<file path="src/hdl/ex_lsu_pkg.sv">
// ~~~~~~~~~~~~~~~~~~~~~~~~~~~~~~~~~~~~~~~~~~~~~~~~~~~~~~~~~~~~~~~~~~~~~
// LSU shared definitions: opcode bus layout, size codes, widths and
// the data word union used by the store and load formatters
// ~~~~~~~~~~~~~~~~~~~~~~~~~~~~~~~~~~~~~~~~~~~~~~~~~~~~~~~~~~~~~~~~~~~~~
package ex_lsu_pkg;

   // Datapath widths
   localparam int DW = 32;
   localparam int AW = 32;

   // Opcode bus carries load, store, sign_ext, barr and a 3-bit size
   // Barr sits at bit 3 and is ignored by this unit
   localparam int IOPW         = 7;
   localparam int OPC_LOAD     = 0;
   localparam int OPC_STORE    = 1;
   localparam int OPC_SIGN_EXT = 2;
   localparam int OPC_SIZE_LSB = 4;   // Size occupies bits 6:4

   // Access size codes, anything else means no access
   localparam logic [2:0] SIZE_BYTE = 3'd1;
   localparam logic [2:0] SIZE_HALF = 3'd2;
   localparam logic [2:0] SIZE_WORD = 3'd3;

   // Data RAM word address, indexed by vaddr[9:2]
   localparam int DMEM_AW = 8;

   // One data word seen three ways
   typedef union packed {
      logic [DW-1:0]           w;   // Whole word
      logic [DW/8-1:0][7:0]    b;   // Byte lanes, b[0] is the low byte
      logic [DW/16-1:0][15:0]  h;   // Halfword lanes
   } lsu_word_u;

endpackage

</file>
<file path="src/hdl/lsu_store_fmt.sv">
// ~~~~~~~~~~~~~~~~~~~~~~~~~~~~~~~~~~~~~~~~~~~~~~~~~~~~~~~~~~~~~~~~~~~~~
// Store formatter: lane replication and byte write mask
// ~~~~~~~~~~~~~~~~~~~~~~~~~~~~~~~~~~~~~~~~~~~~~~~~~~~~~~~~~~~~~~~~~~~~~
`timescale 1ns/1ps

module lsu_store_fmt
   import ex_lsu_pkg::*;
(
   input  [IOPW-1:0]       ex_lsu_opc_bus,
   input  [DW-1:0]         add_sum,
   input  [DW-1:0]         ex_operand2,
   output [DW-1:0]         wdat,
   output logic [DW/8-1:0] wmsk
);
   wire [2:0]  size = ex_lsu_opc_bus[OPC_SIZE_LSB +: 3];
   lsu_word_u  wd;

   // Put the operand on every lane it could land in
   always_comb begin
      case (size)
         SIZE_BYTE: wd.b = {(DW/8){ex_operand2[7:0]}};
         SIZE_HALF: wd.h = {(DW/16){ex_operand2[15:0]}};
         SIZE_WORD: wd.w = ex_operand2;
         default:   wd.w = '0;
      endcase
   end

   assign wdat = wd.w;

   always_comb begin
      case (size)
         SIZE_BYTE: wmsk = 4'b0001 << add_sum[1:0];
         SIZE_HALF: wmsk = add_sum[1] ? 4'b1100 : 4'b0011;
         SIZE_WORD: wmsk = 4'b1111;
         default:   wmsk = 4'b0000;   // No access size, touch nothing
      endcase
   end

endmodule

</file>
<file path="config.mk">
export PLATFORM = sky130hd
export DESIGN_NAME = lsu_store_fmt
export DESIGN_NICKNAME = d
export VERILOG_FILES = /design/src/hdl/ex_lsu_pkg.sv /design/src/hdl/lsu_store_fmt.sv
export SDC_FILE = /design/constraint.sdc
export NUM_CORES = 1
export LEC_CHECK = 0
export BUFFER_PORTS_ARGS = -buffer_cell sky130_fd_sc_hd__buf_2
export CORE_UTILIZATION = 30
export DETAILED_ROUTE_END_ITERATION = 16
export PLACE_DENSITY = 0.93
export SKIP_LAST_GASP = 1
export SLEW_MARGIN = 30
export SYNTH_ARGS = -nofsm -noshare
export SYNTH_HDL_FRONTEND = slang
export SYNTH_SLANG_ARGS = --single-unit
export TNS_END_PERCENT = 20
</file>
<file path="constraint.sdc">
create_clock -name vclk -period 1.4
set_clock_uncertainty 0.15 [all_clocks]
set_input_delay 0.28 -clock vclk [all_inputs]
set_output_delay 0.28 -clock vclk [all_outputs]
set_load 0.005 [all_outputs]
</file>
# After elaboration in Yosys (flattened, before gate mapping)
# Index checks and enable logic that the tools add are counted.
# classes
mux	3
eq_ne	3
shifts	1
# ops
operator	count
$pmux 32 s3	1
$pmux 4 s3	1
$eq 3x2->1 const B	2
$mux 4	1
$shl 1x2->4 const A	1
$eq 3x1->1 const B	1
# word_totals
reg_bits	0
elab_cells	7
inputBits	71
out_inout_bits	36

# Logic depth before layout (Yosys ltp)
# depth
word_depth	2
ltp_mapped	4
mapped_depth_nobuf	3

# Worst setup path after synthesis
# OpenSTA, ideal clock, no wires.
# synth_timing
path_kind	input port to output port
startpoint	input ex_lsu_opc_bus[4]
endpoint	output wdat[22]
path_stages	4
setup_slack_ns	0.046
arrival_ns	0.924
t_required_ns	0.970
n_path_buf	2
path_cell_list	buf_2 > buf_2 > a21oi_1 > a211oi_1
# synth_between
elab_chain_cells	2
elab_cells_between_ends	4
classes_between	eq/ne: 3; mux: 1
# synth_lines
item	line	source
from (decl)	lsu_store_fmt.sv:9	input [IOPW-1:0] ex_lsu_opc_bus,
$eq 3x2->1 or $eq 3x1->1 (tied branches)	lsu_store_fmt.sv:20	case (size)
$pmux 32 s3 *	lsu_store_fmt.sv:20	
to (decl)	lsu_store_fmt.sv:12	output [DW-1:0] wdat,
# Every way passes the cells marked *; elsewhere a longest branch is shown, timed or not.

# Final worst setup path
# layout_timing
startpoint	input ex_lsu_opc_bus[5]
endpoint	output wmsk[2]
# layout_between
elab_chain_cells	2
elab_cells_between_ends	4
classes_between	eq/ne: 3; mux: 1
# layout_lines
item	line	source
$eq 3x2->1 or $eq 3x1->1 (tied branches)	lsu_store_fmt.sv:31	case (size)
$pmux 4 s3 *	lsu_store_fmt.sv:31	
to (decl)	lsu_store_fmt.sv:13	output logic [DW/8-1:0] wmsk
# Marked as above.

==> results.toml <==
[placed_design]
routabilityCongestion = 0.674
dp_slack_ns = -0.215
dp_hpwl_mm = 1.89
portBuffers = 73

[floorplan]
die_w_um = 49.3
io_pins = 107
die_area_um2 = 2430
die_y_um = 49.3
coreArea_um2 = 2020
initial_core_util_pct = 33.2
row_count = 16

[setup_path]
cp_slowest_cell = "bufbuf_16"
crit_fanout = 6
crit_chain = "buf_12 -> bufbuf_16 -> o21ai_0 -> a21oi_1 -> buf_2"
required_ns = 0.97
crit_path_max_incr_delay_ns = 0.26
path_depth = 5
end_kind = "output port"
startpoint = "ex_lsu_opc_bus[5]"
crit_arrival_ns = 1.07
critPathBufInv = 3
worst-setup-path-type = "input pin to output port"
path_delay_family = "buffers and inverters"
endpoint = "wmsk[2]"
cp-start-kind = "input pin"

[synth]
synth_area_leaders = "mux2i_1, a211oi_1, a21oi_1"
synthCells = 102
ys_seq_area_share_pct = 0
yosysUniqueCellTypes = 17
synth_top_area_share_pct = 23.9
syn-num-nets = 173
syn-cell-area_um2 = 671
avgSynthCellArea_um2 = 6.57
synth_area_leader_cell = "mux2i_1"
yosysWarnings = 0

[grt]
grtUsageTotal_pct = 22.2
grt_max_degree = 23
grt_pass1_wl_mm = 4.46
grt-ovfl-total = 0
grt_pass1_vias = 1032
grt_antenna_before_repair = 0

[min_path]
hold_path_class = "input pin to output port"

[cells_and_area]
areaGrowthSynthToFinish_pct = 109
multi_input_area_um2 = 658
seq_cell_count = 0
num_antenna_cells = 0
register_area_um2 = 0
layout-drive-gt1-share_pct = 58.1
clkbuf_count = 0
fillers = 188
fin_nets = 252

[sta]
period_minus_slack_ns = 1.50
setup-tns-final_ns = -0.718
setup_ws_ns = -0.105
rsz0062_at_grt = "true"
finalCritPeriodShare_pct = 107
setup_viol = 21
fmax_mhz = 665
max_slew_margin_pct = 87.8
tightest_slew_ns = 0.178
final_max_slew_viol_count = 0
finalHoldViolCount = 0

[detailed_routing]
drc = 0
avgViaCountPerCell = 5.39
wire_per_inst_um = 14.0
drt-total-wl_mm = 2.89
drtPass1Iterations = 4
vias = 1111
drtIter0Drc = 18
ant_nets = 0

[clock_tree]
postCtsHoldBufs = 0

[power]
p_leak_nw = 0.730
vdd_drop_max_mv = 0.181
p_per_area_nw_per_um2 = 322
power_mw = 0.452

[outcome]
status = "complete, but fails checks"
failed_checks = "negative setup slack"

[run]
max_cap_violations = 0
-- stage by stage --
step	instance area, um^2	instances	hold WS [ns]	utilization (%)
after floorplan	671	102	0.520	-
after global placement	1110	199	0.739	55.0
after detailed placement	1110	199	0.751	55.0
after CTS	1320	206	0.740	65.4
after global routing	1400	206	0.706	69.3
final	1400	206	0.696	69.3
-- synth_stat cells --
cell type	number
clkbuf_1	1
a21oi_1	20
buf_6	1
nand2_1	2
a21o_1	1
o21ai_0	3
nor2b_1	3
mux2i_1	16
nor2_1	11
and2_1	8
a22oi_1	8
buf_12	1
buf_2	6
nand2b_1	1
buf_1	3
a211oi_1	16
buf_4	1
-- where the power goes --
group          total (mW)  internal (mW)  switching (mW)
clock                   0              0               0
sequential              0              0               0
combinational       0.452          0.254           0.198
-- layout make-up --
| class | count | area share (%) |
|---|---|---|
| Multi-Input combinational cell | 89 | 47.0 |
| Timing Repair Buffer | 90 | 50.6 |
| Tap cell | 27 | 2.41 |
-- placed cells by master, fill, tap and decap left out, types with 2 or more instances in the layout --
cell,count
a211oi_1,13
a211oi_2,3
a21oi_1,19
a22oi_2,7
and2_1,8
buf_12,6
buf_16,5
buf_2,71
buf_4,4
buf_6,3
mux2i_1,16
nand2_1,2
nor2_1,9
nor2b_1,2
o21ai_0,2
-- repair_timing --
| item | 4_1_cts | 5_1_grt |
|---|---|---|
| resized for setup | 12 | 21 |
| pin swaps | 7 | 13 |
| buffers inserted | 1 | 1 |
| endpoints found under the setup margin | 35 | 35 |
| gates cloned | 6 | 0 |
-- how the worst min path moves through the flow --
| stage | startpoint | end | slack, ns | cells past startpoint |
|---|---|---|---|---|
| 2_1_floorplan | ex_operand2[0] | wdat[0] | 0.52 | 1 |
| 3_3_place_gp | ex_operand2[6] | wdat[6] | 0.74 | 3 |
| 6_report | ex_lsu_opc_bus[4] | wdat[22] | 0.70 | 3 |
| 5_1_grt | ex_lsu_opc_bus[4] | wdat[22] | 0.71 | 3 |
| 3_5_place_dp | ex_operand2[0] | wdat[0] | 0.75 | 3 |
| 4_1_cts | ex_lsu_opc_bus[4] | wdat[22] | 0.74 | 3 |
-- logic make-up (layout without fill, tap and decap cells) --
kind of cell    count (synthesis)  after routing  share of synthesized area [%]
buf+inv                        13             90                           12.5
compound gates                 48             48                           45.2
mux                            16             16                           23.9
simple gates                   25             25                           18.5
-- layer usage --
layer / up-vias / wire length, um / GRT usage, %
met1: 512 / 1230 / 27.3
met5: - / 0 / 0
met3: 2 / 184 / 1.87
li1: 541 / - / -
met4: 0 / 4 / 0
met2: 56 / 1470 / 43.2
Note: power is estimated with default switching activity, not from simulation.
