==> config.mk <==
export PLATFORM = sky130hd
export DESIGN_NAME = lsu_load_fmt
export DESIGN_NICKNAME = d
export VERILOG_FILES = /design/src/hdl/ex_lsu_pkg.sv /design/src/hdl/lsu_load_fmt.sv
export SDC_FILE = /design/constraint.sdc
export NUM_CORES = 1
export LEC_CHECK = 0
export BUFFER_PORTS_ARGS = -buffer_cell sky130_fd_sc_hd__buf_4
export CORE_MARGIN = 5
export CORE_UTILIZATION = 29
export DETAILED_ROUTE_END_ITERATION = 6
export PLACE_DENSITY_LB_ADDON = 0.12
export SYNTH_ARGS = -nofsm -noshare
export SYNTH_HDL_FRONTEND = slang
export SYNTH_SLANG_ARGS = --single-unit
==> constraint.sdc <==
create_clock -name vclk -period 1.5
set_clock_uncertainty 0.2 [all_clocks]
set_input_delay 0.225 -clock vclk [all_inputs]
set_output_delay 0.225 -clock vclk [all_outputs]
set_load 0.05 [all_outputs]
==> src/hdl/ex_lsu_pkg.sv <==
// ~~~~~~~~~~~~~~~~~~~~~~~~~~~~~~~~~~~~~~~~~~~~~~~~~~~~~~~~~~~~~~~~~~~~~
// LSU shared definitions: opcode bus layout, size codes, widths and
// the data word union used by the store and load formatters
// ~~~~~~~~~~~~~~~~~~~~~~~~~~~~~~~~~~~~~~~~~~~~~~~~~~~~~~~~~~~~~~~~~~~~~
package ex_lsu_pkg;

   // Datapath widths
   localparam int DW = 32;
   localparam int AW = 32;

   // Opcode bus carries load, store, sign_ext, barr and a 3-bit size
   // Barr sits at bit 3 and is ignored by this unit
   localparam int IOPW         = 7;
   localparam int OPC_LOAD     = 0;
   localparam int OPC_STORE    = 1;
   localparam int OPC_SIGN_EXT = 2;
   localparam int OPC_SIZE_LSB = 4;   // Size occupies bits 6:4

   // Access size codes, anything else means no access
   localparam logic [2:0] SIZE_BYTE = 3'd1;
   localparam logic [2:0] SIZE_HALF = 3'd2;
   localparam logic [2:0] SIZE_WORD = 3'd3;

   // Data RAM word address, indexed by vaddr[9:2]
   localparam int DMEM_AW = 8;

   // One data word seen three ways
   typedef union packed {
      logic [DW-1:0]           w;   // Whole word
      logic [DW/8-1:0][7:0]    b;   // Byte lanes, b[0] is the low byte
      logic [DW/16-1:0][15:0]  h;   // Halfword lanes
   } lsu_word_u;

endpackage

==> src/hdl/lsu_load_fmt.sv <==
// ~~~~~~~~~~~~~~~~~~~~~~~~~~~~~~~~~~~~~~~~~~~~~~~~~~~~~~~~~~~~~~~~~~~~~
// Load formatter: lane select and sign or zero extension
// ~~~~~~~~~~~~~~~~~~~~~~~~~~~~~~~~~~~~~~~~~~~~~~~~~~~~~~~~~~~~~~~~~~~~~
`timescale 1ns/1ps

module lsu_load_fmt
   import ex_lsu_pkg::*;
(
   input  [DW-1:0]         rdat,
   input  [AW-1:0]         s1_vaddr,
   input  [2:0]            s1_size,
   input                   s1_sign_ext,
   output logic [DW-1:0]   lsu_dout
);
   lsu_word_u  rd;
   logic [7:0]  dout_8b;
   logic [15:0] dout_16b;

   assign rd = rdat;

   // Lane picked by the low address bits of the request
   assign dout_8b  = rd.b[s1_vaddr[1:0]];
   assign dout_16b = rd.h[s1_vaddr[1]];

   always_comb begin
      case (s1_size)
         SIZE_BYTE:
            lsu_dout = {{(DW-8){s1_sign_ext & dout_8b[7]}}, dout_8b};
         SIZE_HALF:
            lsu_dout = {{(DW-16){s1_sign_ext & dout_16b[15]}}, dout_16b};
         SIZE_WORD:
            lsu_dout = rd.w;
         default:
            lsu_dout = '0;
      endcase
   end

endmodule

# ---- Word level (Yosys, flattened, before mapping)
# Index checks and enable logic that the tools add are counted.
dict set report classes {
  magnitude_cmp 2
  n_eq_ne 3
  muxes 5
  n_bitwise 2
}
# operator count
set op_table {}
lappend op_table {{32-bit one-hot mux with 3 select lines} 1}
lappend op_table {{16-bit two-way mux} 2}
lappend op_table {{8-bit binary-select mux with 2-bit select} 1}
lappend op_table {{8-bit two-way mux} 1}
lappend op_table {{3-bit by 2-bit equality test with 1-bit output (second input constant)} 2}
lappend op_table {{3-bit by 1-bit equality test with 1-bit output (second input constant)} 1}
lappend op_table {{2-bit by 3-bit less-than comparator with 1-bit output (second input constant)} 1}
lappend op_table {{1-bit AND} 2}
lappend op_table {{1-bit by 2-bit less-than comparator with 1-bit output (second input constant)} 1}
dict set report totals {
  reg_bits 0
  out_inout_bits 32
  wordCells 12
}

# ---- Depth between registers and ports, before layout
# Gate-level depths: netlist of the first run.
dict set report depth {
  depth_word 4
  ltp_mapped 6
  mapped_depth_nobuf 3
}

# ---- Worst setup path before layout of the first run
# OpenSTA, ideal clock, no wires.
dict set report synth_path {
  kind {input -> output}
  from {input s1_vaddr[1]}
  to {output lsu_dout[7]}
  arrival_ns 1.891
  required_time_ns 1.075
  path_slack_ns -0.816
  path_stages 5
  path_buffers 2
  cell_sequence {buf_4 nor2b_1 buf_4 mux2i_1 o21ai_0}
}
dict set report synth_via {
  elab_chain_cells 3
  word_cells_on_any_way 5
}
# item line
set synth_rtl {}
lappend synth_rtl {{start, declared} lsu_load_fmt.sv:10} ;# input [AW-1:0] s1_vaddr,
lappend synth_rtl {{8-bit binary-select mux with 2-bit select or 16-bit two-way mux (tied branches)} {lsu_load_fmt.sv:22, lsu_load_fmt.sv:23}}
lappend synth_rtl {{8-bit two-way mux (implied by the code) or 16-bit two-way mux (tied branches)} {lsu_load_fmt.sv:22, lsu_load_fmt.sv:23}}
lappend synth_rtl {{32-bit one-hot mux with 3 select lines *} lsu_load_fmt.sv:26} ;# case (s1_size)
lappend synth_rtl {{end, declared} lsu_load_fmt.sv:13} ;# output logic [DW-1:0] lsu_dout
# Every way passes the cells marked *; elsewhere a longest branch is shown, timed or not. The select of a mux whose other input is x is not followed.

# ---- Worst setup path in the final report of the first run
dict set report layout_path {
  from {input s1_size[1]}
  to {output lsu_dout[0]}
}
dict set report layout_via {
  elab_chain_cells 2
  word_cells_on_any_way 4
}
# item line
set layout_rtl {}
lappend layout_rtl {{start, declared} lsu_load_fmt.sv:11} ;# input [2:0] s1_size,
lappend layout_rtl {{3-bit by 2-bit equality test with 1-bit output or 3-bit by 1-bit equality test with 1-bit output (tied branches)} lsu_load_fmt.sv:26}
lappend layout_rtl {{32-bit one-hot mux with 3 select lines *} lsu_load_fmt.sv:26}
# Every way passes the cells marked *; elsewhere a longest branch is shown, timed or not.

==> results of run 1 <==
kinds of logic after synthesis:
| logic type | after synthesis | synth area share |
|---|---|---|
| AOI/OAI and AO/OA | 21 | 0.270 |
| and+or+nand+nor | 51 | 0.387 |
| muxes | 18 | 0.258 |
| buffers and inverters | 11 | 0.0848 |
Yosys cell counts (all sizes together) (2+ instances only):
master / n / area, um^2
nand2: 18 / 67.6
mux2i: 16 / 160
nand3: 16 / 80.1
o22ai: 8 / 50.1
a221o: 7 / 70.1
buf: 7 / 45.0
nor2: 7 / 26.3
and3b: 2 / 17.5
clkbuf: 2 / 7.51
inv: 2 / 7.51
mux2: 2 / 22.5
nor2b: 2 / 12.5
final cells by class:
cell class	instances	area [um^2]	area share
Timing Repair Buffer	100	1040	0.472
Inverter	2	7.51	0.00341
Tap cell	30	37.5	0.0171
Multi-Input combinational cell	90	1120	0.508
how the worst max path moves through the flow:
stage | startpoint | end
floorplan | s1_size[1] | lsu_dout[11]
global placement | s1_vaddr[1] | lsu_dout[10]
detailed placement | s1_vaddr[1] | lsu_dout[8]
CTS | s1_vaddr[0] | lsu_dout[0]
global route | s1_vaddr[0] | lsu_dout[1]
finish | s1_size[1] | lsu_dout[0]
stage by stage:
stage | area, um^2 | power (uW) | setup WS [ns] | utilization
CTS | 2080 | 779 | -0.332 | 0.863
global placement | 1640 | 626 | -0.517 | 0.681
finish | 2200 | 836 | -0.303 | 0.913
global route | 2200 | 868 | -0.343 | 0.913
detailed placement | 1640 | 634 | -0.560 | 0.681
floorplan | 960 | 395 | -0.314 | -
per-layer routing:
layer	track usage	wire [um]	up-vias
li1	-	-	579
met1	0.291	1650	600
met2	0.445	2560	63
met3	0.00871	227	15
met4	0.0453	134	0
met5	0	0	-
where the power goes:
part | switching [uW] | internal [uW]
sequential | 0 | 0
clock | 0 | 0
combinational | 450 | 386
cells in the final DEF (no fill, tap or decap), types with 2 or more instances in the layout:
cell / Yosys / final
a221o_2: 0 / 7
and3b_1: 2 / 2
buf_12: 0 / 7
buf_4: 4 / 53
buf_6: 0 / 30
buf_8: 0 / 9
inv_1: 2 / 2
mux2_4: 0 / 2
mux2i_1: 16 / 7
mux2i_4: 0 / 8
nand2_1: 18 / 17
nand3_2: 0 / 2
nand3_4: 0 / 14
nor2_1: 7 / 7
o22ai_4: 0 / 8
timing repair:
item                       in CTS  in global routing
gates resized for setup        82                 15
setup endpoints to repair      32                 32
pin swaps                       7                  8
cloned                          1                  0
setup buffers                   2                  5
==> flow_metrics.py, run 1 <==
metrics = {
    "status": {
        "status": "complete, but fails checks",
        "violations": "negative setup slack",
    },
    "finish": {
        "clock_buffers": 0,
        "fin_nets": 262,
        "final_cells": 222,
        "area_growth_pct": 211,
        "num_antenna_cells": 0,
        "seq_cell_count": 0,
        "fillers": 80,
        "drive_gt1_frac": 0.802,
        "register_area_um2": 0,
    },
    "sta": {
        "tightest_slew_ns": 0.747,
        "fmax_mhz": 555,
        "finalWorstSetupSlack_ns": -0.303,
        "finalSetupTns_ns": -8.86,
        "relSlewSlack": 0.501,
        "finalHoldViolations": 0,
        "drv_slew": 0,
        "holdWs_ns": 0.608,
        "fin_crit_ns": 1.80,
        "rsz0062_at_grt": "true",
        "setup_viol": 32,
        "fin_crit_sh": 1.20,
    },
    "yosys": {
        "synthesis.area_um2": 708,
        "synth_area_per_cell_um2": 7.01,
        "syn-num-nets": 169,
        "ys_types": 25,
        "ys_warn_count": 0,
        "synth_cells": 101,
        "yosysSeqAreaShare": 0,
    },
    "placed_design": {
        "place_congestion": 0.793,
        "dp.cells": 214,
        "io_buffers": 70,
        "hpwl_um": 2700,
    },
    "clocking": {
        "postCtsHoldBufs": 0,
    },
    "floorplanning": {
        "die_area_um2": 3530,
        "core-area_um2": 2410,
        "dieHeight_um": 59.4,
        "die_w_um": 59.4,
        "rows": 18,
        "start_util": 0.294,
        "ios": 100,
    },
    "global_route": {
        "antenna_found_initial": 0,
        "grt_max_degree": 12,
        "grt_pass1_wl_um": 6400,
        "grt_pass1_vias": 1249,
        "grt_usage": 0.235,
        "overflow": 0,
    },
    "drt": {
        "drt_iter0_markers": 60,
        "drc": 0,
        "antenna_left": 0,
        "drtPass1Iterations": 4,
        "wl_per_cell_um": 20.6,
        "routed_wl_um": 4570,
        "viasPerCell": 5.66,
        "vias": 1257,
    },
    "setup_path": {
        "worstPathRequired_ns": 1.07,
        "crit_chain": "buf_8 > nor2b_2 > o211a_4 > a221o_2 > buf_8",
        "slowest_delay_ns": 0.41,
        "path_common_cell": "buf_8",
        "critPathSlowestCell": "a221o_2",
        "path_class": "primary input to output pin",
        "endpoint_kind": "output pin",
        "critPathMaxFanout": 8,
        "critPathArrivalTime_ns": 1.38,
        "path_buf_inv": 2,
        "path_depth": 5,
        "cp_top_family": "compound AO/OA/AOI/OAI gates",
        "start_kind": "primary input",
    },
    "pwr": {
        "vdd_drop_max_mv": 0.303,
        "power_density_nw_per_um2": 380,
        "p_leak_uw": 0.00105,
    },
    "hold_path": {
        "hold_path.class": "primary input to output pin",
        "min_path_cells": 3,
        "min_from": "rdat[5]",
        "hold_end": "lsu_dout[5]",
    },
    "job": {
        "maxCapViolCount": 0,
    },
}
(Power assumes the default switching activity.)
==> run 2, diff against run 1 <==
Settings changed: CORE_UTILIZATION 29 to 35.
Clock period 1.5 ns to 2.3 ns, I/O delays scaled along.
==> flow_metrics.py, run 2 (synthesis gave the netlist of run 1 again) <==
metrics = {
    "drt": {
        "routed_wl_um": 2950,
        "drc": 0,
        "drt_iter0_markers": 15,
        "drtPass1Iterations": 4,
        "antenna_left": 0,
        "viasPerCell": 5.38,
        "vias": 1050,
        "wl_per_cell_um": 15.1,
    },
    "floorplanning": {
        "rows": 16,
        "core-area_um2": 1940,
        "die_area_um2": 3020,
        "start_util": 0.365,
        "dieHeight_um": 55.0,
        "die_w_um": 55.0,
        "ios": 100,
    },
    "setup_path": {
        "endpoint_kind": "output pin",
        "path_class": "primary input to output pin",
        "worstPathRequired_ns": 1.75,
        "crit_chain": "buf_4 > mux2_2 > a22oi_2 > o22ai_1 > buf_4",
        "start_kind": "primary input",
        "critPathMaxFanout": 9,
        "critPathArrivalTime_ns": 1.64,
        "startpoint": "s1_vaddr[1]",
        "path_common_cell": "buf_4",
        "slowest_delay_ns": 0.41,
        "critPathSlowestCell": "a22oi_2",
    },
    "finish": {
        "layout_common_cells": "buf_4, nand2_1, nand3_1, mux2i_1, o22ai_1",
        "register_area_um2": 0,
        "clock_buffers": 0,
        "fin_nets": 238,
        "drive_gt1_frac": 0.494,
        "utilization": 0.655,
        "area_growth_pct": 79.5,
        "num_antenna_cells": 0,
        "final_cells": 195,
        "mostFrequentLayoutCell": "buf_4",
        "fillers": 188,
        "seq_cell_count": 0,
    },
    "sta": {
        "tightest_slew_ns": 0.464,
        "fmax_mhz": 458,
        "finalWorstSetupSlack_ns": 0.114,
        "drv_slew": 0,
        "finalSetupTns_ns": 0,
        "fin_crit_ns": 2.19,
        "relSlewSlack": 0.691,
        "rsz0062_at_grt": "false",
        "fin_crit_sh": 0.950,
        "finalHoldViolations": 0,
        "setup_viol": 0,
    },
    "pwr": {
        "power_density_nw_per_um2": 281,
        "total_power_uw": 357,
        "vdd_drop_max_mv": 0.161,
        "p_leak_uw": 0.000691,
    },
    "global_route": {
        "antenna_found_initial": 0,
        "grt_pass1_vias": 983,
        "overflow": 0,
        "grt_usage": 0.183,
        "grt_pass1_wl_um": 4260,
        "grt_max_degree": 17,
    },
    "placed_design": {
        "place_ws_ns": 0.114,
        "io_buffers": 70,
        "hpwl_um": 2330,
        "dp.cells": 195,
        "place_congestion": 0.781,
    },
    "hold_path": {
        "hold_path.class": "primary input to output pin",
        "min_from": "rdat[16]",
    },
    "job": {
        "maxCapViolCount": 0,
    },
    "clocking": {
        "postCtsHoldBufs": 0,
    },
    "status": {
        "status": "finished clean",
    },
}
## run 2: changes by cell type in the layout (fill, tap and decap cells not counted), sizes merged
cell | previous run | this run
buf | 100 | 76
## run 2: path summary, 6_finish.rpt
path	cells past startpoint	endpoint	slack, ns
max	5	lsu_dout[11]	0.11
min	4	lsu_dout[16]	0.87
## run 2: final cells by class
type | count | area [um^2] | share of cell area
inverters | 2 | 7.51 | 0.00591
repair buffers | 76 | 571 | 0.449
multi-input cells | 90 | 659 | 0.519
well taps | 27 | 33.8 | 0.0266
## run 2: routing by layer
layer / up-vias / part of all wire / global-route usage
li1: 523 / - / -
met1: 485 / 0.43 / 0.241
met2: 42 / 0.49 / 0.329
met3: 0 / 0.074 / 0.0268
met4: 0 / 0 / 0.00810
met5: - / 0 / 0
## run 2: through the flow
step           hold slack, ns  instance area, um^2
2_1_floorplan           0.884                  708
3_3_place_gp            0.874                 1260
3_5_place_dp            0.875                 1260
4_1_cts                 0.875                 1260
5_1_grt                 0.891                 1270
6_report                0.872                 1270
## run 2: worst max-delay path, delay by kind of cell
family,cells,cell delay (ns)
AO/OA/AOI/OAI,2,0.56
multiplexers,1,0.38
buffers and inverters,2,0.34
## run 2: what timing repair did
item | CTS | global route
buffers inserted | 0 | 0
setup endpoints to repair | 0 | 2
gates resized for setup | 0 | 1
## run 2: power by group
| part | switching (uW) | internal [uW] | total [uW] | leakage, uW |
|---|---|---|---|---|
| Sequential | 0 | 0 | 0 | 0 |
| Clock | 0 | 0 | 0 | 0 |
| Combinational | 221 | 136 | 357 | 0.000691 |
==> run 3, diff against run 2 <==
Settings changed: CORE_UTILIZATION 35 to 29.
Clock period 2.3 ns to 1.9 ns, I/O delays scaled along.
==> flow_metrics.py, run 3 (synthesis gave the netlist of run 1 again) <==
metrics = {
    "hold_path": {
        "min_from": "rdat[0]",
        "min_path_cells": 3,
        "hold_path.class": "primary input to output pin",
    },
    "setup_path": {
        "worstPathRequired_ns": 1.41,
        "critPathArrivalTime_ns": 1.50,
        "crit_chain": "buf_12 > buf_6 > nor4bb_4 > a22oi_2 > o22ai_1 > buf_4",
        "endpoint_kind": "output pin",
        "critPathMaxFanout": 6,
        "critPathSlowestCell": "nor4bb_4",
        "path_buf_inv": 3,
        "start_kind": "primary input",
        "startpoint": "s1_size[1]",
        "path_class": "primary input to output pin",
        "slowest_delay_ns": 0.36,
        "path_depth": 6,
        "cp_top_family": "buffers and inverters",
    },
    "global_route": {
        "grt_busiest_layer": "met2",
        "grt_use_met1": 0.230,
        "antenna_found_initial": 0,
        "grt_pass1_vias": 1088,
        "use_met2": 0.349,
        "grt_usage": 0.185,
        "grt_pass1_wl_um": 5230,
        "use_met3": 0.0174,
        "overflow": 0,
        "grt_max_degree": 17,
    },
    "sta": {
        "tightest_slew_ns": 0.457,
        "setup_viol": 31,
        "relSlewSlack": 0.695,
        "finalHoldViolations": 0,
        "rsz0062_at_grt": "true",
        "finalSetupTns_ns": -1.29,
        "finalWorstSetupSlack_ns": -0.0884,
        "fmax_mhz": 503,
        "fin_crit_ns": 1.99,
        "drv_slew": 0,
        "fin_crit_sh": 1.05,
    },
    "finish": {
        "area_growth_pct": 163,
        "layout_common_cells": "buf_4, buf_6, nand2_1",
        "seq_cell_count": 0,
        "num_antenna_cells": 0,
        "fin_nets": 253,
        "register_area_um2": 0,
        "mostFrequentLayoutCell": "buf_4",
        "clock_buffers": 0,
        "drive_gt1_frac": 0.694,
    },
    "drt": {
        "routed_wl_um": 3700,
        "viasPerCell": 5.49,
        "drc": 0,
        "drtPass1Iterations": 4,
        "vias": 1170,
        "drt_iter0_markers": 42,
        "antenna_left": 0,
        "wl_per_cell_um": 17.4,
    },
    "floorplanning": {
        "ios": 100,
        "dieHeight_um": 59.4,
        "start_util": 0.294,
        "die_area_um2": 3530,
        "die_w_um": 59.4,
        "rows": 18,
        "core-area_um2": 2410,
    },
    "pwr": {
        "vdd_drop_max_mv": 0.224,
        "power_density_nw_per_um2": 301,
        "p_clk_frac": 0,
        "power_frac_seq": 0,
        "comb_power_share": 1.000,
        "p_leak_uw": 0.000954,
        "switching_power_uw": 309,
        "p_int_uw": 253,
        "power_switching_share": 0.549,
    },
    "placed_design": {
        "place_congestion": 0.869,
        "io_buffers": 70,
        "place_ws_ns": -0.160,
        "hpwl_um": 2510,
    },
    "job": {
        "maxCapViolCount": 0,
    },
    "clocking": {
        "postCtsHoldBufs": 0,
    },
    "status": {
        "status": "complete, but fails checks",
        "violations": "negative setup slack",
    },
}
-- run 3: worst paths after layout --
| path | endpoint |
|---|---|
| min | lsu_dout[0] |
| max | lsu_dout[13] |
-- run 3: metal layers --
layer  vias up  share of wire
met4         0          0.016
met1       553           0.38
li1        557              -
met3         6          0.066
met2        54           0.54
met5         -              0
-- run 3: cell type report --
cell class / instances / area, um^2
fillers: 153 / 544
inverters: 2 / 7.51
multi-input cells: 91 / 896
well taps: 30 / 37.5
repair buffers: 90 / 925
-- run 3: power groups by stage --
stage	clock [uW]	combinational [uW]	sequential, uW
after floorplan	0	282	0
after global placement	0	458	0
after detailed placement	0	463	0
after CTS	0	508	0
after global routing	0	586	0
final	0	562	0
-- run 3: repair_timing --
item	4_1_cts	5_1_grt
pin swaps	9	17
endpoints found under the setup margin	32	32
resized for setup	36	41
gates cloned	1	1
buffers inserted	1	2
-- run 3: metrics by stage --
stage | hold WS (ns) | power [uW] | cells | cell area, um^2 | util
after global routing | 0.734 | 586 | 213 | 1870 | 0.774
after global placement | 0.747 | 458 | 209 | 1470 | 0.611
final | 0.727 | 562 | 213 | 1870 | 0.774
after CTS | 0.723 | 508 | 211 | 1640 | 0.681
after floorplan | 0.603 | 282 | 101 | 800 | -
after detailed placement | 0.752 | 463 | 209 | 1470 | 0.611
-- run 3: tightest hold or removal path, stage by stage --
cell and delay (ns):
buf_4 0.08, a221o_2 0.13, buf_6 0.15
