$ cat config.mk
export PLATFORM = sky130hd
export DESIGN_NAME = lsu_ctrl
export DESIGN_NICKNAME = d
export VERILOG_FILES = /design/src/hdl/ex_lsu_pkg.sv /design/src/hdl/lsu_ctrl.sv
export SDC_FILE = /design/constraint.sdc
export NUM_CORES = 1
export LEC_CHECK = 0
export BUFFER_PORTS_ARGS = -buffer_cell sky130_fd_sc_hd__buf_2
export CELL_PAD_IN_SITES_DETAIL_PLACEMENT = 1
export CELL_PAD_IN_SITES_GLOBAL_PLACEMENT = 1
export CORE_MARGIN = 4
export CORE_UTILIZATION = 31
export DETAILED_ROUTE_END_ITERATION = 10
export HOLD_SLACK_MARGIN = 0.06
export PLACE_DENSITY_LB_ADDON = 0.2
export SLEW_MARGIN = 25
export SYNTH_ARGS = -nofsm -noshare
export SYNTH_HDL_FRONTEND = slang
export SYNTH_SLANG_ARGS = --single-unit
$ cat constraint.sdc
create_clock -name clk -period 1.56 [get_ports clk]
set_input_delay 0.078 -clock clk [delete_from_list [all_inputs] [get_ports clk]]
set_output_delay 0.078 -clock clk [all_outputs]
set_load 0.05 [all_outputs]
$ cat src/hdl/ex_lsu_pkg.sv
// ~~~~~~~~~~~~~~~~~~~~~~~~~~~~~~~~~~~~~~~~~~~~~~~~~~~~~~~~~~~~~~~~~~~~~
// LSU shared definitions: opcode bus layout, size codes, widths and
// the data word union used by the store and load formatters
// ~~~~~~~~~~~~~~~~~~~~~~~~~~~~~~~~~~~~~~~~~~~~~~~~~~~~~~~~~~~~~~~~~~~~~
package ex_lsu_pkg;

   // Datapath widths
   localparam int DW = 32;
   localparam int AW = 32;

   // Opcode bus carries load, store, sign_ext, barr and a 3-bit size
   // Barr sits at bit 3 and is ignored by this unit
   localparam int IOPW         = 7;
   localparam int OPC_LOAD     = 0;
   localparam int OPC_STORE    = 1;
   localparam int OPC_SIGN_EXT = 2;
   localparam int OPC_SIZE_LSB = 4;   // Size occupies bits 6:4

   // Access size codes, anything else means no access
   localparam logic [2:0] SIZE_BYTE = 3'd1;
   localparam logic [2:0] SIZE_HALF = 3'd2;
   localparam logic [2:0] SIZE_WORD = 3'd3;

   // Data RAM word address, indexed by vaddr[9:2]
   localparam int DMEM_AW = 8;

   // One data word seen three ways
   typedef union packed {
      logic [DW-1:0]           w;   // Whole word
      logic [DW/8-1:0][7:0]    b;   // Byte lanes, b[0] is the low byte
      logic [DW/16-1:0][15:0]  h;   // Halfword lanes
   } lsu_word_u;

endpackage

$ cat src/hdl/lsu_ctrl.sv
// ~~~~~~~~~~~~~~~~~~~~~~~~~~~~~~~~~~~~~~~~~~~~~~~~~~~~~~~~~~~~~~~~~~~~~
// LSU control: opcode decode, alignment check, request gating and the
// stage-one registers
// ~~~~~~~~~~~~~~~~~~~~~~~~~~~~~~~~~~~~~~~~~~~~~~~~~~~~~~~~~~~~~~~~~~~~~
`timescale 1ns/1ps

module lsu_ctrl
   import ex_lsu_pkg::*;
(
   input                clk,
   input                rst,
   input                stall,
   input                flush,
   input                ex_valid,
   input  [IOPW-1:0]    ex_lsu_opc_bus,
   input  [DW-1:0]      add_sum,
   output               dmem_re,
   output               dmem_we,
   output logic         s1_valid,
   output logic         s1_ealign,
   output logic         s1_sign_ext,
   output logic [2:0]   s1_size,
   output logic [AW-1:0] s1_vaddr
);
   wire        load     = ex_lsu_opc_bus[OPC_LOAD];
   wire        store    = ex_lsu_opc_bus[OPC_STORE];
   wire        sign_ext = ex_lsu_opc_bus[OPC_SIGN_EXT];
   wire [2:0]  size     = ex_lsu_opc_bus[OPC_SIZE_LSB +: 3];
   wire        misalign;
   wire        accept;

   // Word needs both low bits clear, halfword needs bit 0 clear
   assign misalign = ((size == SIZE_WORD) & (|add_sum[1:0])) |
                     ((size == SIZE_HALF) & add_sum[0]);

   assign accept  = ex_valid & (load | store) & ~flush & ~stall;

   assign dmem_re = accept & load;
   assign dmem_we = accept & store & ~misalign;   // Misaligned stores never reach the RAM

   // Control state
   always_ff @(posedge clk) begin
      if (rst) begin
         s1_valid  <= 1'b0;
         s1_ealign <= 1'b0;
      end else if (!stall) begin
         s1_valid  <= accept;
         s1_ealign <= accept & misalign;
      end
   end

   // Payload follows the pipe whenever it advances
   always_ff @(posedge clk) begin
      if (!stall) begin
         s1_size     <= size;
         s1_sign_ext <= sign_ext;
         s1_vaddr    <= add_sum[AW-1:0];
      end
   end

endmodule

# --- Yosys cells after proc, flatten, opt, wreduce, memory -nomap -nowiden ---
# Index checks and enable logic that the tools add are counted.
word_totals:
  ff_bits: 38
  latch_bits: 0
  ram_bits: 0
  romBits: 0
  output_inout_bits: 40
  word_cells: 22
  mem_count: 0
classes:
  add_sub_neg: 0
  multipliers: 0
  n_div: 0
  n_lt_le_gt_ge: 0
  eq_ne: 2
  shifts: 0
  muxes: 0
  bitwise_logic: 14
  n_reduce_logical: 1
ops:
  columns: ["cell", "count"]
  rows:
  - ["1-bit AND", 9]
  - ["3-bit by 2-bit == test with 1-bit output, second input constant", 2]
  - ["1-bit inverter", 3]
  - ["1-bit OR", 2]
  - ["2-bit OR reduction", 1]

# --- Logic depth before layout (Yosys ltp) ---
# Gate-level depths: netlist of run 1.
depth:
  word_depth: 6
  depth_mapped: 3

# --- Worst setup path before layout of run 1 ---
# OpenSTA, ideal clock, no wires.
synth_timing:
  path_kind: "input to register"
  startpoint: "input stall"
  endpoint: "register s1_sign_ext, enable pin"
  arrival_time_ns: 0.783
  required_ns: 1.170
  setup_slack_ns: 0.387
  stages: 1
  path_buffers: 0
  cell_sequence: "inv_1"
synth_lines:
  columns: ["element", "line_no", "rtl"]
  rows:
  - ["start: declaration", "lsu_ctrl.sv:12", "input stall,"]
  - ["end signal: assignment", "lsu_ctrl.sv:56", "s1_sign_ext <= sign_ext;"]
  - ["end: declaration", "lsu_ctrl.sv:21", "output logic s1_sign_ext,"]
# No word-level cell between the ends.

# --- Worst setup path after layout of run 1 ---
layout_timing:
  startpoint: "input add_sum[1]"
  endpoint: "output dmem_we"
layout_between:
  elab_chain_len: 5
layout_rtl:
  columns: ["element", "line_no", "rtl"]
  rows:
  - ["start: declaration", "lsu_ctrl.sv:16", "input [DW-1:0] add_sum,"]
  - ["2-bit OR reduction", "lsu_ctrl.sv:33", "assign misalign = ((size == SIZE_WORD) & (|add_sum[1:0])) |"]
  - ["1-bit AND", "lsu_ctrl.sv:33", null]
  - ["1-bit OR", "lsu_ctrl.sv:33", null]
  - ["1-bit inverter", "lsu_ctrl.sv:39", "assign dmem_we = accept & store & ~misalign;"]
  - ["1-bit AND", "lsu_ctrl.sv:39", null]
  - ["end: declaration", "lsu_ctrl.sv:18", "output dmem_we,"]
# Every way passes these cells.

==> results.rst, run 1 <==
.. list-table::
   :header-rows: 1

   * - Metric
     - Value
   * - Placeable Area
     - between 0.003 and 0.004 mm^2
   * - Buffers added on ports
     - 82
   * - Wire length after detailed routing
     - approximately 3300 um
   * - Starting DRC count in detailed routing
     - 86
   * - Leakage component of the power
     - about 0.93 nW
   * - Die outline area
     - roughly 0.005 mm^2
   * - Critical Path RT
     - 1480 ps
   * - Number of vias per cell
     - 4.154
   * - Initial Util
     - 32.42%
   * - Maximum clock frequency
     - 0.8856 GHz
   * - Sort of element at the end of the critical path
     - output port
   * - R2r setup slk
     - 960 ps
   * - CP Launch Type
     - input port
   * - Number of detailed-routing iterations run before antenna repair
     - 4
   * - Register bit total from synthesis
     - 38
   * - GP Congestion
     - a little over 0.7
   * - Crit path max-delay cell type
     - sky130_fd_sc_hd__or3b_1
   * - Simple-gate share of the synthesized area
     - 3.115%
   * - Final worst clock skew
     - 0 ps
   * - Initial antenna violation count
     - 0
   * - Detailed Place HPWL
     - 2184 um
   * - Most used cell along the critical path
     - sky130_fd_sc_hd__buf_2
   * - Time the worst path needs with I/O delays and setup
     - 1129 ps
   * - Post-synthesis adder-cell area fraction
     - 0%
   * - Cell variety after synth
     - 12
   * - Area grow syn2layout
     - 78.09%
   * - Crit path max-delay family
     - simple AND/OR/NAND/NOR gates
   * - Pins Over Slew Limit
     - 0
   * - Buffer levels on the longest clock path
     - 2
   * - Number of buffers inserted to repair setup after CTS
     - 0
   * - Post-DP Area
     - around 0.0017 mm^2
   * - Clock network latency to the later pin of the worst-skew pair
     - 280 ps
   * - HP Class
     - in -> reg
   * - Endpoints failing setup
     - 0
   * - Site row count
     - 22
   * - Mean post-synth cell area
     - 23.63 um^2
   * - Syn_nets
     - 95
   * - CP cell instances
     - buf_2, a21oi_1, or3b_1, and3_2, buf_2
   * - Tightest Pin Transition
     - 352.6 ps
   * - Seq/Total Area, Yosys
     - 93.04%
   * - H-tree levels
     - 2
   * - Via count of the routed design
     - 947
   * - Global-route wire length before repair
     - between 5000 and 6000 um
   * - Antenna Cells
     - 0
   * - Commonest cells post-synth
     - sky130_fd_sc_hd__edfxtp_1, sky130_fd_sc_hd__a21oi_1, sky130_fd_sc_hd__dfxtp_1, sky130_fd_sc_hd__inv_1, sky130_fd_sc_hd__nand2_1
   * - Ports
     - 84
   * - Max rail drop VDD
     - 0.6065 mV
   * - Final routed wire length divided by cell count
     - 14.33 um
   * - Crit path kind
     - in -> out
   * - Clock-pin slew on the worst setup and hold paths
     - ~70 ps
   * - Total number of yosys warnings
     - 0
   * - Combined area of all synthesized cells
     - 0.001205 mm^2
   * - Number of enable-type register cells in the synthesized netlist
     - 36
   * - Final cell area excluding filler cells
     - 0.002146 mm^2
   * - Total clock buffers created by CTS
     - 5
   * - Top cell type's share of synthesized area
     - 89.72%
   * - Dominant cells by area after synthesis
     - sky130_fd_sc_hd__edfxtp_1, sky130_fd_sc_hd__dfxtp_1, sky130_fd_sc_hd__o32ai_2
   * - Xor/xnor share of the synthesized area
     - 0%
   * - Post-synthesis compound-gate area fraction
     - 3.219%
   * - Maximum number of pins on one net before global-route repair
     - 20
   * - Accumulated negative setup slack
     - 0 ps
   * - Largest family of logic cells by synthesized area
     - compound AO/OA/AOI/OAI gates
   * - Reported max-cap violation count
     - 0
   * - Most instantiated flip-flop cell in the synthesis netlist
     - sky130_fd_sc_hd__edfxtp_1
   * - Most used standard cell by instance count after synthesis
     - sky130_fd_sc_hd__edfxtp_1
   * - Cell accounting for the most synthesized area
     - sky130_fd_sc_hd__edfxtp_1
   * - Outcome
     - completed
   * - Gr usage total
     - 13.79%
   * - Final Power
     - 2.362 mW
   * - Critical path buffers and inverters
     - 2
   * - Share of async-settable or async-resettable flops after synthesis
     - 0%
   * - Area occupied by multi-input gates
     - 76.32 um^2
   * - RSZ-0062 raised after global routing
     - no
   * - Count of cells resized by post-cts repair
     - 0
   * - Post-route core utilization
     - 57.74%
   * - Overall die height
     - 70.35 um
   * - Critical path arrival
     - 1050 ps
   * - Width of the die
     - 70.35 um
   * - Vias in the first global route
     - 1,057
   * - Clock tree from TritonCTS
     - built
   * - Total area of sequential cells
     - 0.001121 mm^2
   * - Residual DRC
     - 0
   * - Number of nets at the end of the flow
     - around 220
   * - Fill cell total of the finished layout
     - 372
   * - Multiplexer share of the synthesized area
     - 0%
   * - Normalized max-slew margin
     - 76.44%
   * - Slowest cell delay on critical path
     - around 390 ps
   * - Residual antenna-violating net count after detailed routing
     - 0
   * - Largest fanout on the critical path
     - 2
   * - Synth Instances
     - 51
   * - Hold Fails Final Rpt
     - 0
   * - Proportion of layout cells with a drive suffix above 1
     - 51.67%
   * - Clk root buf
     - sky130_fd_sc_hd__clkbuf_8
   * - Clock sink total
     - 38
   * - Tcrit/Tclk final
     - 72.38%
   * - Power Density
     - 1101 mW/mm^2
   * - Leftover overflow at the end of global routing
     - 0
[final cells by class]
type                            count  share of cell area (%)
Timing Repair Buffer              121                   37.08
Clock inverter                      3                  0.7580
Clock buffer                        5                   3.207
Multi-Input combinational cell     11                   3.557
Tap cell                           48                   2.799
Sequential cell                    38                   52.25
Inverter                            2                  0.3499
[cells by family after synthesis]
group	count (synthesis)
flip-flops	38
AND/OR/NAND/NOR	6
buffers and inverters	2
AO/OA/AOI/OAI	5
[placed cells by master (no fill, tap or decap)]
| cell | count |
|---|---|
| sky130_fd_sc_hd__and3_2 | 1 |
| sky130_fd_sc_hd__o32ai_2 | 1 |
| sky130_fd_sc_hd__edfxtp_1 | 36 |
| sky130_fd_sc_hd__dlygate4sd3_1 | 37 |
| sky130_fd_sc_hd__buf_2 | 82 |
| sky130_fd_sc_hd__clkbuf_8 | 5 |
| sky130_fd_sc_hd__o21bai_1 | 1 |
| sky130_fd_sc_hd__clkinv_2 | 1 |
| sky130_fd_sc_hd__dfxtp_1 | 2 |
| sky130_fd_sc_hd__o21ai_0 | 1 |
| sky130_fd_sc_hd__inv_1 | 2 |
| sky130_fd_sc_hd__a21oi_1 | 2 |
| sky130_fd_sc_hd__or3b_1 | 1 |
| sky130_fd_sc_hd__clkinv_1 | 1 |
| sky130_fd_sc_hd__buf_4 | 2 |
| sky130_fd_sc_hd__nand2_1 | 2 |
| sky130_fd_sc_hd__nor3b_1 | 1 |
| sky130_fd_sc_hd__and2_1 | 1 |
| sky130_fd_sc_hd__clkinvlp_4 | 1 |
[registers in the layout (all words and copies together), names as in the netlist]
signal	cells
s1_valid	1
s1_vaddr	32
s1_size	3
s1_sign_ext	1
s1_ealign	1
[path summary, 6_finish.rpt]
check	from	endpoint	cells past startpoint
worst max-delay path	add_sum[1]	dmem_we	5
worst max register to register	s1_ealign	s1_ealign	2
worst min register to register	s1_valid	s1_valid	2
worst min-delay path	stall	s1_valid	3
[worst register-to-register path: cells and delay by family (launching register included)]
kind	cells	cell delay [ps]
and+or+nand+nor	1	70
AOI/OAI and AO/OA	1	110
DFF	1	340
[power breakdown]
part / switching (mW) / leakage, nW / internal, mW
Combinational: 0.356 / 0.521 / 0.155
Sequential: 0.0192 / 0.369 / 1.20
Clock: 0.325 / 0.0416 / 0.306
[through the flow]
stage | hold slack (ps) | instances | worst slack [ps]
finish | 77.79 | 228 | 430.8
global route | 97.11 | 228 | 357.2
CTS | 66.65 | 228 | 424.8
detailed placement | 256.5 | 183 | 427.3
global placement | 254.8 | 183 | 447.1
floorplan | 147.1 | 51 | 386.9
[routing by layer]
layer	vias up	routed length, um	track usage [%]
met3	4	281	4.317
met4	0	36	6.383
met5	-	0	0
li1	452	-	-
met2	52	1772	25.16
met1	439	1176	14.15
[what timing repair did]
action,CTS,global route
hold buffers,37,0
hold endpoints to repair,38,0
setup endpoints to repair,0,0
No activity file was read; power rests on OpenSTA's default activity.
==> run 2: changes to the inputs <==
==> constraint.sdc (replaced) <==
create_clock -name clk -period 1.2 [get_ports clk]
set_input_delay 0.06 -clock clk [delete_from_list [all_inputs] [get_ports clk]]
set_output_delay 0.06 -clock clk [all_outputs]
set_load 0.05 [all_outputs]
==> run 2 against run 1 <==
  * Critical path type unchanged
  * Die area stayed put
  * Combinational power increased by 31%
  * Critical endpoint unchanged
  * Worst hold slack improved by 3.0 ps
  * Global-route usage grew 0.19 points
  * Sequential cell count is the same
  * Count of clock-buffer cells in the layout stayed put
  * Largest power group unchanged
==> results.rst, run 2 (synthesis results as in run 1) <==
.. list-table::
   :header-rows: 1

   * - Metric
     - Value
   * - Most frequent cells in the layout
     - sky130_fd_sc_hd__buf_2, sky130_fd_sc_hd__dlygate4sd3_1, sky130_fd_sc_hd__edfxtp_1, sky130_fd_sc_hd__clkbuf_8
   * - Worst hold slack after final layout
     - 80.75 ps (+2.958 ps)
   * - Buffers added on ports
     - 82 (unchanged)
   * - Critical Path RT
     - 1140 ps (-340 ps)
   * - Residual antenna-violating net count after detailed routing
     - 0 (unchanged)
   * - Count of cells resized by post-cts repair
     - 0 (unchanged)
   * - Clk root buf
     - sky130_fd_sc_hd__clkbuf_8
   * - Via count of the routed design
     - 948 (+0.11%)
   * - Clock network latency to the later pin of the worst-skew pair
     - 280 ps (about the same)
   * - Buffer levels on the longest clock path
     - 2 (unchanged)
   * - Register with the highest flop count
     - s1_vaddr
   * - Largest fanout on the critical path
     - 2 (unchanged)
   * - Residual DRC
     - 0 (unchanged)
   * - Final routed wire length divided by cell count
     - 14.11 um (-1.6%)
   * - Final Power
     - 3.076 mW (+30%)
   * - Width of the die
     - 70.35 um (unchanged)
   * - Clock-pin slew on the worst setup and hold paths
     - 70 ps (about the same)
   * - Time the worst path needs with I/O delays and setup
     - 1069 ps
   * - Wire length after detailed routing
     - 3216 um (-1.6%)
   * - Proportion of layout cells with a drive suffix above 1
     - 51.67% (unchanged)
   * - Total clock buffers created by CTS
     - 5 (unchanged)
   * - Post-Layout Cell Count
     - 228 (unchanged)
   * - Hold Fails Final Rpt
     - 0 (unchanged)
   * - Endpoints failing setup
     - 0 (unchanged)
   * - Antenna Cells
     - 0 (unchanged)
   * - Outcome
     - completed
   * - Vias in the first global route
     - 1,043 (-1.3%)
   * - Largest registers
     - s1_vaddr x32, s1_size x3
   * - Site row count
     - 22 (unchanged)
   * - Gr usage total
     - 13.99% (+0.19 points)
   * - Crit path max-delay family
     - simple AND/OR/NAND/NOR gates
   * - Starting DRC count in detailed routing
     - 52 (-40%)
   * - Number of detailed-routing iterations run before antenna repair
     - 4 (unchanged)
   * - Critical path arrival
     - 1010 ps (-40 ps)
   * - Crit path max-delay cell type
     - sky130_fd_sc_hd__or3b_1
   * - Sort of element at the end of the critical path
     - output port
   * - Number of vias per cell
     - 4.158 (+0.11%)
   * - Leakage component of the power
     - 0.9358 nW (+0.49%)
   * - CP cell instances
     - buf_2, a21oi_1, or3b_1, and3_2, buf_2
   * - Tcrit/Tclk final
     - ~89%
   * - # placed instances
     - 183 (unchanged)
   * - Number of flip-flops in the largest register
     - 32 (unchanged)
   * - Detailed Place HPWL
     - 2152 um (-1.5%)
   * - HP Class
     - in -> reg
   * - GP Congestion
     - 0.7105 (-0.53%)
   * - Final worst clock skew
     - 0 ps (unchanged)
   * - Clock tree from TritonCTS
     - built
   * - Post-DP Area
     - 0.001703 mm^2 (+0.74%)
   * - Ports
     - 84 (unchanged)
   * - Accumulated negative setup slack
     - 0 ps (unchanged)
   * - Die outline area
     - 0.004948 mm^2 (unchanged)
   * - Initial Util
     - 32.42% (unchanged)
   * - Area grow syn2layout
     - 79.13%
   * - Global-route wire length before repair
     - 5099 um (-0.25%)
   * - Final cell area excluding filler cells
     - 0.002158 mm^2 (+0.58%)
   * - Power Density
     - 1425 mW/mm^2 (+29%)
   * - Most used cell along the critical path
     - sky130_fd_sc_hd__buf_2
   * - Placeable Area
     - 0.003716 mm^2 (unchanged)
   * - Pins Over Slew Limit
     - 0 (unchanged)
   * - Most common cell after layout, fill and taps aside
     - sky130_fd_sc_hd__buf_2
   * - Clock sink total
     - 38 (unchanged)
   * - Slowest cell delay on critical path
     - 390 ps (about the same)
   * - Leftover overflow at the end of global routing
     - 0 (unchanged)
   * - CP Launch Type
     - input port
   * - Crit path kind
     - in -> out
   * - RSZ-0062 raised after global routing
     - no
   * - Initial antenna violation count
     - 0 (unchanged)
   * - Maximum number of pins on one net before global-route repair
     - 20 (unchanged)
   * - Normalized max-slew margin
     - 77.26% (+0.82 points)
   * - Max rail drop VDD
     - 0.6648 mV (+9.6%)
   * - Reported max-cap violation count
     - 0 (unchanged)
   * - H-tree levels
     - 2 (unchanged)
   * - Tightest Pin Transition
     - 340.3 ps (-12.32 ps)
   * - Overall die height
     - 70.35 um (unchanged)
   * - Critical path buffers and inverters
     - 2 (unchanged)
   * - Maximum clock frequency
     - 0.9352 GHz
   * - Number of nets at the end of the flow
     - 223 (unchanged)
-- run 2: cell counts in the layout (fill, tap and decap cells not counted) --
No cell type changed its count.
-- run 2: area by class of cell --
cell class | instances | area [um^2]
Fill cell | 379 | 1558
Tap cell | 48 | 60.06
Multi-Input combinational cell | 11 | 76.32
Clock buffer | 5 | 68.82
Clock inverter | 3 | 16.27
Sequential cell | 38 | 1121
Inverter | 2 | 7.507
Timing Repair Buffer | 121 | 808.3
-- run 2: repair_timing --
item	4_1_cts	5_1_grt
hold endpoints to repair	38	0
hold buffers	37	0
buffers inserted	0	0
-- run 2: path summary, 6_finish.rpt --
check | start | endpoint | slack, ps | depth (start not counted)
setup / recovery | add_sum[1] | dmem_we | 130 | 5
hold reg to reg | s1_valid | s1_valid | 480 | 2
hold / removal | stall | s1_valid | 80 | 3
setup reg to reg | s1_valid | s1_valid | 590 | 2
-- run 2: worst reg2reg max path: cells and delay by family, from the launching register on --
family | cells | cell delay, ps
compound gates | 1 | 160
flops | 1 | 320
simple gates | 1 | 60
-- run 2: where the power goes --
part           switching [mW]  leakage (nW)  internal (mW)
sequential             0.0231         0.369           1.56
clock                   0.425        0.0416          0.397
combinational           0.464         0.526          0.206
-- run 2: metrics by stage --
| step | worst slack (ps) | util [%] |
|---|---|---|
| after detailed placement | 114.4 | 45.82 |
| after floorplan | 44.90 | - |
| after global routing | 26.22 | 58.08 |
| after CTS | 117.3 | 58.08 |
| after global placement | 126.0 | 45.82 |
| final | 130.7 | 58.08 |
-- run 2: routing by layer --
layer / GRT usage (%) / up-vias / share of wire, %
li1: - / 453 / -
met1: 14.27 / 438 / 35
met2: 25.05 / 52 / 54
met3: 5.180 / 5 / 10
met4: 6.383 / 0 / 1.5
met5: 0 / - / 0
